[src/hdl/demodPkg.sv]
package demodPkg;

    //*********************************************************************
    // Data widths
    //*********************************************************************
    typedef logic signed [17:0] sample_t;   // Baseband or demod sample
    typedef logic [13:0] adcCode_t;         // Offset binary from the ADC
    typedef logic [13:0] dacCode_t;         // Offset binary to the DAC
    typedef logic [12:0] regAddr_t;         // Word address, space and offset
    typedef logic [31:0] busData_t;
    typedef logic [3:0] srcSel_t;

    //*********************************************************************
    // Register address map
    //*********************************************************************
    // Upper 9 address bits pick the space
    localparam logic [8:0] TOP_SPACE    = 9'd0;
    localparam logic [8:0] CANDD0_SPACE = 9'd1;
    localparam logic [8:0] CANDD1_SPACE = 9'd2;
    localparam logic [8:0] DAC0_SPACE   = 9'd3;
    localparam logic [8:0] DAC1_SPACE   = 9'd4;

    //*********************************************************************
    // Source select codes
    //*********************************************************************
    // Clock/data channel sources
    localparam srcSel_t SRC_LEGACY_I   = 4'd0;
    localparam srcSel_t SRC_LEGACY_Q   = 4'd1;
    localparam srcSel_t SRC_PCMTRELLIS = 4'd2;

    // DAC sample sources
    localparam srcSel_t DAC_SRC_DEMOD     = 4'd0;
    localparam srcSel_t DAC_SRC_FMTRELLIS = 4'd1;
    localparam srcSel_t DAC_SRC_ADC       = 4'd2;

    localparam busData_t DEFAULT_VERSION = 32'd469;

endpackage

[src/hdl/regPort.sv]
`timescale 1ns/1ps

interface regPort;
    import demodPkg::*;

    logic       sel;        // Slave select, already qualified by cs
    logic [3:0] offset;
    busData_t   wrData;
    logic [3:0] byteWr;     // One strobe per byte lane
    busData_t   rdData;

    modport decoder (output sel, offset, wrData, byteWr, input rdData);

    modport slave (input sel, offset, wrData, byteWr, output rdData);

endinterface

[src/hdl/adcReclock.sv]
`timescale 1ns/1ps

module adcReclock (
    input  logic               clk,
    input  demodPkg::adcCode_t adc,
    output demodPkg::sample_t  sample
);
    import demodPkg::*;

    adcCode_t adcReg;   // Capture at the pins

    always_ff @(posedge clk) begin
        adcReg <= adc;
    end

    // Offset binary to two's complement, left justified in 18 bits
    always_ff @(posedge clk) begin
        sample <= $signed({~adcReg[13], adcReg[12:0], 4'b0000});
    end

endmodule

[src/hdl/busDecoder.sv]
`timescale 1ns/1ps

module busDecoder (
    input  demodPkg::regAddr_t addr,
    input  demodPkg::busData_t wrData,
    input  logic [3:0]         byteWr,
    input  logic               cs,
    output demodPkg::busData_t rdData,
    regPort.decoder            topPort,
    regPort.decoder            cd0Port,
    regPort.decoder            cd1Port,
    regPort.decoder            dac0Port,
    regPort.decoder            dac1Port
);
    import demodPkg::*;

    logic [8:0] space;
    logic [3:0] offset;

    assign space = addr[12:4];
    assign offset = addr[3:0];

    // Space decode
    assign topPort.sel = cs && (space == TOP_SPACE);
    assign cd0Port.sel = cs && (space == CANDD0_SPACE);
    assign cd1Port.sel = cs && (space == CANDD1_SPACE);
    assign dac0Port.sel = cs && (space == DAC0_SPACE);
    assign dac1Port.sel = cs && (space == DAC1_SPACE);

    // Offset and write fields fan out to every slave
    assign topPort.offset = offset;
    assign topPort.wrData = wrData;
    assign topPort.byteWr = byteWr;
    assign cd0Port.offset = offset;
    assign cd0Port.wrData = wrData;
    assign cd0Port.byteWr = byteWr;
    assign cd1Port.offset = offset;
    assign cd1Port.wrData = wrData;
    assign cd1Port.byteWr = byteWr;
    assign dac0Port.offset = offset;
    assign dac0Port.wrData = wrData;
    assign dac0Port.byteWr = byteWr;
    assign dac1Port.offset = offset;
    assign dac1Port.wrData = wrData;
    assign dac1Port.byteWr = byteWr;

    //*********************************************************************
    // Read data mux
    //*********************************************************************
    always_comb begin
        rdData = '0;
        if (cs) begin
            case (space)
                TOP_SPACE:    rdData = topPort.rdData;
                CANDD0_SPACE: rdData = cd0Port.rdData;
                CANDD1_SPACE: rdData = cd1Port.rdData;
                DAC0_SPACE:   rdData = dac0Port.rdData;
                DAC1_SPACE:   rdData = dac1Port.rdData;
                default:      rdData = '0;  // Unmapped space
            endcase
        end
    end

endmodule

[src/hdl/clkDataRouter.sv]
`timescale 1ns/1ps

module clkDataRouter (
    input  logic  clk,
    input  logic  rst,
    regPort.slave bus,
    input  logic  iSymEn,
    input  logic  iBit,
    input  logic  qSymEn,
    input  logic  qBit,
    input  logic  trellisSymEn,
    input  logic  trellisBit,
    output logic  chClk,
    output logic  chData
);
    import demodPkg::*;

    srcSel_t sourceSelect;
    logic    selClk;
    logic    selData;

    // Source select register, lane 0 only
    always_ff @(posedge clk) begin
        if (rst) begin
            sourceSelect <= SRC_LEGACY_I;
        end else if (bus.sel && (bus.offset == 4'd0) && bus.byteWr[0]) begin
            sourceSelect <= bus.wrData[3:0];
        end
    end

    assign bus.rdData = (bus.offset == 4'd0) ? {28'd0, sourceSelect} : '0;

    always_comb begin
        case (sourceSelect)
            SRC_LEGACY_Q: begin
                selClk = qSymEn;
                selData = qBit;
            end
            SRC_PCMTRELLIS: begin
                selClk = trellisSymEn;
                selData = trellisBit;
            end
            default: begin  // Legacy I, also for unknown codes
                selClk = iSymEn;
                selData = iBit;
            end
        endcase
    end

    always_ff @(posedge clk) begin
        if (rst) begin
            chClk <= 1'b0;
            chData <= 1'b0;
        end else begin
            chClk <= selClk;
            chData <= selData;
        end
    end

endmodule

[src/hdl/dacChannel.sv]
`timescale 1ns/1ps

module dacChannel (
    input  logic               clk,
    input  logic               rst,
    regPort.slave              bus,
    input  demodPkg::sample_t  demodSample,
    input  logic               demodSampleEn,
    input  demodPkg::sample_t  trellisSample,
    input  logic               trellisSampleEn,
    input  demodPkg::sample_t  adcSample,
    output demodPkg::dacCode_t dacCode
);
    import demodPkg::*;

    srcSel_t dacSource;
    sample_t selSample;
    logic    selEn;
    sample_t muxSample;
    logic    muxEn;
    sample_t holdSample;

    always_ff @(posedge clk) begin
        if (rst) begin
            dacSource <= DAC_SRC_DEMOD;
        end else if (bus.sel && (bus.offset == 4'd0) && bus.byteWr[0]) begin
            dacSource <= bus.wrData[3:0];
        end
    end

    assign bus.rdData = (bus.offset == 4'd0) ? {28'd0, dacSource} : '0;

    always_comb begin
        case (dacSource)
            DAC_SRC_FMTRELLIS: begin
                selSample = trellisSample;
                selEn = trellisSampleEn;
            end
            DAC_SRC_ADC: begin
                selSample = adcSample;
                selEn = 1'b1;       // ADC runs every clock
            end
            default: begin
                selSample = demodSample;
                selEn = demodSampleEn;
            end
        endcase
    end

    //*********************************************************************
    // Three stage pipe to the DAC pins
    //*********************************************************************
    always_ff @(posedge clk) begin
        muxSample <= selSample;
    end

    always_ff @(posedge clk) begin
        if (rst) begin
            muxEn <= 1'b0;
            holdSample <= '0;
            dacCode <= 14'h2000;    // Midscale
        end else begin
            muxEn <= selEn;
            if (muxEn) begin
                holdSample <= muxSample;
            end
            // Flip the sign for offset binary
            dacCode <= {~holdSample[17], holdSample[16:4]};
        end
    end

endmodule

[src/hdl/demodOutputTop.sv]
`timescale 1ns/1ps

module demodOutputTop #(
    parameter demodPkg::busData_t VersionNumber = demodPkg::DEFAULT_VERSION
) (
    input  logic               clk,
    input  logic               rst,
    // Register bus
    input  demodPkg::regAddr_t addr,
    input  demodPkg::busData_t wrData,
    input  logic [3:0]         byteWr,
    input  logic               cs,
    output demodPkg::busData_t rdData,
    // ADC and lock status
    input  demodPkg::adcCode_t adc,
    input  logic               timingLock,
    input  logic               carrierLock,
    // Symbol streams
    input  logic               iSymEn,
    input  logic               iBit,
    input  logic               qSymEn,
    input  logic               qBit,
    input  logic               trellisSymEn,
    input  logic               trellisBit,
    // Sample streams for the DACs
    input  demodPkg::sample_t  demodSample,
    input  logic               demodSampleEn,
    input  demodPkg::sample_t  trellisSample,
    input  logic               trellisSampleEn,
    // Outputs
    output logic               ch0Clk,
    output logic               ch0Data,
    output logic               ch1Clk,
    output logic               ch1Data,
    output demodPkg::dacCode_t dac0Code,
    output demodPkg::dacCode_t dac1Code,
    output logic               lockLed0n,
    output logic               lockLed1n
);
    import demodPkg::*;

    sample_t adcSample;

    regPort topPort ();
    regPort cd0Port ();
    regPort cd1Port ();
    regPort dac0Port ();
    regPort dac1Port ();

    //*********************************************************************
    // Register bus
    //*********************************************************************
    busDecoder decoder (
        .addr(addr), .wrData(wrData), .byteWr(byteWr), .cs(cs), .rdData(rdData),
        .topPort(topPort), .cd0Port(cd0Port), .cd1Port(cd1Port),
        .dac0Port(dac0Port), .dac1Port(dac1Port)
    );

    topRegs #(.VersionNumber(VersionNumber)) regs (
        .clk(clk), .rst(rst), .bus(topPort),
        .timingLock(timingLock), .carrierLock(carrierLock),
        .lockLed0n(lockLed0n), .lockLed1n(lockLed1n)
    );

    adcReclock adcIn (.clk(clk), .adc(adc), .sample(adcSample));

    //*********************************************************************
    // Clock and data outputs
    //*********************************************************************
    clkDataRouter cAndD0 (
        .clk(clk), .rst(rst), .bus(cd0Port),
        .iSymEn(iSymEn), .iBit(iBit), .qSymEn(qSymEn), .qBit(qBit),
        .trellisSymEn(trellisSymEn), .trellisBit(trellisBit),
        .chClk(ch0Clk), .chData(ch0Data)
    );

    clkDataRouter cAndD1 (
        .clk(clk), .rst(rst), .bus(cd1Port),
        .iSymEn(iSymEn), .iBit(iBit), .qSymEn(qSymEn), .qBit(qBit),
        .trellisSymEn(trellisSymEn), .trellisBit(trellisBit),
        .chClk(ch1Clk), .chData(ch1Data)
    );

    //*********************************************************************
    // DAC channels
    //*********************************************************************
    dacChannel dac0 (
        .clk(clk), .rst(rst), .bus(dac0Port),
        .demodSample(demodSample), .demodSampleEn(demodSampleEn),
        .trellisSample(trellisSample), .trellisSampleEn(trellisSampleEn),
        .adcSample(adcSample), .dacCode(dac0Code)
    );

    dacChannel dac1 (
        .clk(clk), .rst(rst), .bus(dac1Port),
        .demodSample(demodSample), .demodSampleEn(demodSampleEn),
        .trellisSample(trellisSample), .trellisSampleEn(trellisSampleEn),
        .adcSample(adcSample), .dacCode(dac1Code)
    );

endmodule

[src/hdl/topRegs.sv]
`timescale 1ns/1ps

module topRegs #(
    parameter demodPkg::busData_t VersionNumber = demodPkg::DEFAULT_VERSION
) (
    input  logic  clk,
    input  logic  rst,
    regPort.slave bus,
    input  logic  timingLock,
    input  logic  carrierLock,
    output logic  lockLed0n,
    output logic  lockLed1n
);
    import demodPkg::*;

    busData_t   scratch;
    logic [1:0] lockReg;    // {carrier, timing}

    always_ff @(posedge clk) begin
        if (rst) begin
            scratch <= '0;
            lockReg <= 2'b00;
        end else begin
            lockReg <= {carrierLock, timingLock};
            if (bus.sel && (bus.offset == 4'd1)) begin
                for (int lane = 0; lane < 4; lane++) begin
                    if (bus.byteWr[lane]) begin
                        scratch[lane*8 +: 8] <= bus.wrData[lane*8 +: 8];
                    end
                end
            end
        end
    end

    always_comb begin
        case (bus.offset)
            4'd0:    bus.rdData = VersionNumber;
            4'd1:    bus.rdData = scratch;
            4'd2:    bus.rdData = {30'd0, lockReg};
            default: bus.rdData = '0;
        endcase
    end

    // LEDs are active low
    assign lockLed0n = ~lockReg[0];
    assign lockLed1n = ~lockReg[1];

endmodule

[config.mk]
export PLATFORM = sky130hd
export DESIGN_NAME = demodOutputTop
export DESIGN_NICKNAME = d
export VERILOG_FILES = /design/src/hdl/demodPkg.sv /design/src/hdl/regPort.sv /design/src/hdl/adcReclock.sv /design/src/hdl/busDecoder.sv /design/src/hdl/clkDataRouter.sv /design/src/hdl/dacChannel.sv /design/src/hdl/demodOutputTop.sv /design/src/hdl/topRegs.sv
export SDC_FILE = /design/constraint.sdc
export NUM_CORES = 1
export LEC_CHECK = 0
export BUFFER_PORTS_ARGS = -buffer_cell sky130_fd_sc_hd__buf_2
export CAP_MARGIN = 25
export CORE_UTILIZATION = 46
export DETAILED_ROUTE_END_ITERATION = 6
export GPL_TIMING_DRIVEN = 1
export PLACE_DENSITY = 0.75
export SETUP_SLACK_MARGIN = 0.2
export SYNTH_ARGS = -nofsm -noshare
export SYNTH_HDL_FRONTEND = slang
export SYNTH_SLANG_ARGS = --single-unit
[constraint.sdc]
create_clock -name clk -period 2.2 [get_ports clk]
set_input_delay 0.44 -clock clk [delete_from_list [all_inputs] [get_ports clk]]
set_output_delay 0.44 -clock clk [all_outputs]
set_load 0.02 [all_outputs]
==> flow_summary.yaml <==
outcome:
  status: "complete, but fails checks"
  violations: "setup timing"
timing:
  fin_crit_sh: 1.02
  period_needed_ns: 2.25
  relSlewSlack: 0.462
  worst_slack_ns: -0.0458
  max_freq_ghz: 0.445
  rsz0062_at_grt: "yes"
  slew_viol_final: 0
  tns_ns: -0.670
  hold_ws_ns: 0.121
  worstMarginPinSlew_ns: 0.806
  setup_viol: 31
  clock-skew-final_ns: 0.00687
  hold_viol_final: 0
clock_network:
  clk_latency_ns: 0.41
  clk_pin_slew_ns: 0.06
  cts.path.max_buffers: 2
  cts-root-buf: "clkbuf_16"
  ctsHtreeMaxLevel: 4
  cts_made_buffers: 17
  cts_tree: "done"
  ctsHoldBuffers: 0
  cts_sinks: 168
power_and_ir_drop:
  p_sw_mw: 1.45
  switching_share: 0.232
  p_per_area_nw_per_um2: 755
  internal_power_mw: 4.80
  ir_drop_mv: 0.540
  clkPwrFrac: 0.428
  power_frac_seq: 0.508
  combinationalPowerShare: 0.063
  p_leak_nw: 3.99
cells_and_area:
  nets: 911
  design_area_um2: 8290
  drive_above_1_share: 0.368
  antennaDiodeCount: 0
  area_growth_pct: 34.8
  layoutNonFillerInstCount: 984
floorplanning:
  num_rows: 41
  dieWidth_um: 118
  start_util: 0.479
  die_area_um2: 13800
  coreArea_um2: 12800
  die_y_um: 118
  pin_count: 178
setup_path:
  cp_top_family: "simple AND/OR/NAND/NOR gates"
  cp.arrival_ns: 1.81
  cpMaxStageDelayCell: "or3_4"
  crit_path_max_incr_delay_ns: 0.35
  path_cells: "buf_6, or2_4, or3_4, nor4_4, buf_12, and2_2, buf_6"
  endpoint_kind: "output port"
  path_class: "in -> out"
  path_buf_inv: 3
  required_ns: 1.76
  crit_top_cell: "buf_6"
  setup.worst_path.start_class: "input pin"
  path_max_fanout: 28
yosys:
  syn_nets: 720
  yosysTopAreaCellShare: 0.547
  syn_inst: 608
  synthTopCellsByArea: "dfxtp_1 55%, mux2i_1 13%, nor2_1 5.7%"
  synth_edf_count: 0
  yosysMostFrequentCell: "dfxtp_1"
  yosysUniqueCellTypes: 44
  avgSynthCellArea_um2: 10.1
  ys_seq_area_frac: 0.547
  yosysTopAreaCell: "dfxtp_1"
  ys_ff_latch: 168
  synthArstFlopShare: 0
  synth_warnings: 0
  synth-main-ff-cell: "dfxtp_1"
  netlist_area_um2: 6150
  synth.top_cells.by_count: "168 x dfxtp_1, 93 x nor2_1, 80 x mux2i_1"
place:
  placed_area_um2: 7390
  io_buffer_count: 169
  gp_congestion: 0.882
  place_hpwl_mm: 10.5
  place_inst: 946
routing:
  ant_nets: 0
  dr.first_iter.drc_count: 339
  drc: 0
  drt_wl_total_mm: 14.8
  wl_per_cell_um: 15.0
  drt_pre_antenna_iters: 5
  vias: 5068
  via_per_inst: 5.15
global_routing:
  grt_antenna_before_repair: 0
  grt_pass1_vias: 4951
  grt_max_degree: 55
  grt_pass1_wl_mm: 24.1
  overflow: 0
  gr-usage-all-layers: 0.219
job:
  drv_cap: 0
worst_hold_path:
  holdCritPathClass: "in -> reg"
## cell usage in the layout, fill, tap and decap left out, drive strengths merged, types with 3 or more instances in the layout
cell type,n
buf,204
dfxtp,168
nor2,93
mux2i,80
nand2,61
a22oi,28
nor2b,28
and2,24
clkbuf,19
nor3,12
nor4b,9
inv,9
clkinv,9
o21ai,7
nor4bb,7
nand4,7
a211oi,5
a21oi,5
a221oi,5
a21o,4
nor4,4
nand2b,3
nand3b,3
or3,3
nor3b,3
## per-stage QoR
stage	setup slack (ns)	utilization	total power, mW
floorplan	-0.141	-	3.43
global placement	-0.225	0.577	3.63
detailed placement	-0.225	0.577	3.64
CTS	-0.0544	0.638	6.32
global route	-0.102	0.646	6.50
finish	-0.0458	0.646	6.26
## path summary, 6_finish.rpt
kind                                        start               end  slack, ns  cells after the start
worst max-delay path                      addr[5]        rdData[27]      -0.05                      7
worst max register to register  dac0.dacSource[2]        dac0.muxEn       0.79                      5
worst min register to register    adcIn.adcReg[0]   adcIn.sample[4]       0.33                      0
worst min-delay path                      adc[10]  adcIn.adcReg[10]       0.12                      1
## final cells by class
cell class              count  area (um2)
clock buffers              19         443
clock inverters            13        98.8
fillers                  1005        4540
inverters                   7        26.3
multi-input cells         401        2780
flip-flops and latches    168        3380
well taps                 172         215
repair buffers            204        1340
## registers in the layout (all words and copies together), names as in the netlist, 2 cells and up
register             flops
adcIn.sample            14
regs.lockReg             2
dac0.muxSample          14
cAndD0.sourceSelect      4
cAndD1.sourceSelect      4
dac1.dacSource           4
dac0.holdSample         14
dac0.dacCode            14
adcIn.adcReg            14
dac1.dacCode            14
dac1.holdSample         14
dac1.muxSample          14
dac0.dacSource           4
regs.scratch            32
## layer usage
metal | vias up | share of wire | wire, um | GRT usage
met2 | 209 | 0.50 | 7410 | 0.385
met3 | 16 | 0.063 | 933 | 0.0678
met4 | 0 | 0.011 | 163 | 0.0601
met5 | - | 0 | 0 | 0
li1 | 2458 | - | - | -
met1 | 2385 | 0.42 | 6250 | 0.254
## timing repair
action                     4_1_cts  5_1_grt
setup buffers                    0        5
pin swaps                        6        4
setup endpoints to repair       32       32
gates resized for setup         77       13
## cell families (layout without fill, tap and decap cells)
| family | after synthesis | in the layout | share of synthesized area |
|---|---|---|---|
| compound gates | 59 | 59 | 0.0688 |
| buf+inv | 39 | 243 | 0.0273 |
| flops | 168 | 168 | 0.547 |
| mux | 80 | 80 | 0.130 |
| simple gates | 262 | 262 | 0.227 |
## power by group through the flow
stage / sequential [mW] / clock (mW) / combinational [mW]
3_5_place_dp: 3.26 / 0 / 0.383
5_1_grt: 3.19 / 2.88 / 0.431
2_1_floorplan: 3.26 / 0 / 0.170
4_1_cts: 3.18 / 2.75 / 0.391
6_report: 3.18 / 2.68 / 0.395
3_3_place_gp: 3.25 / 0 / 0.374
No activity file was read; power rests on OpenSTA's default activity.
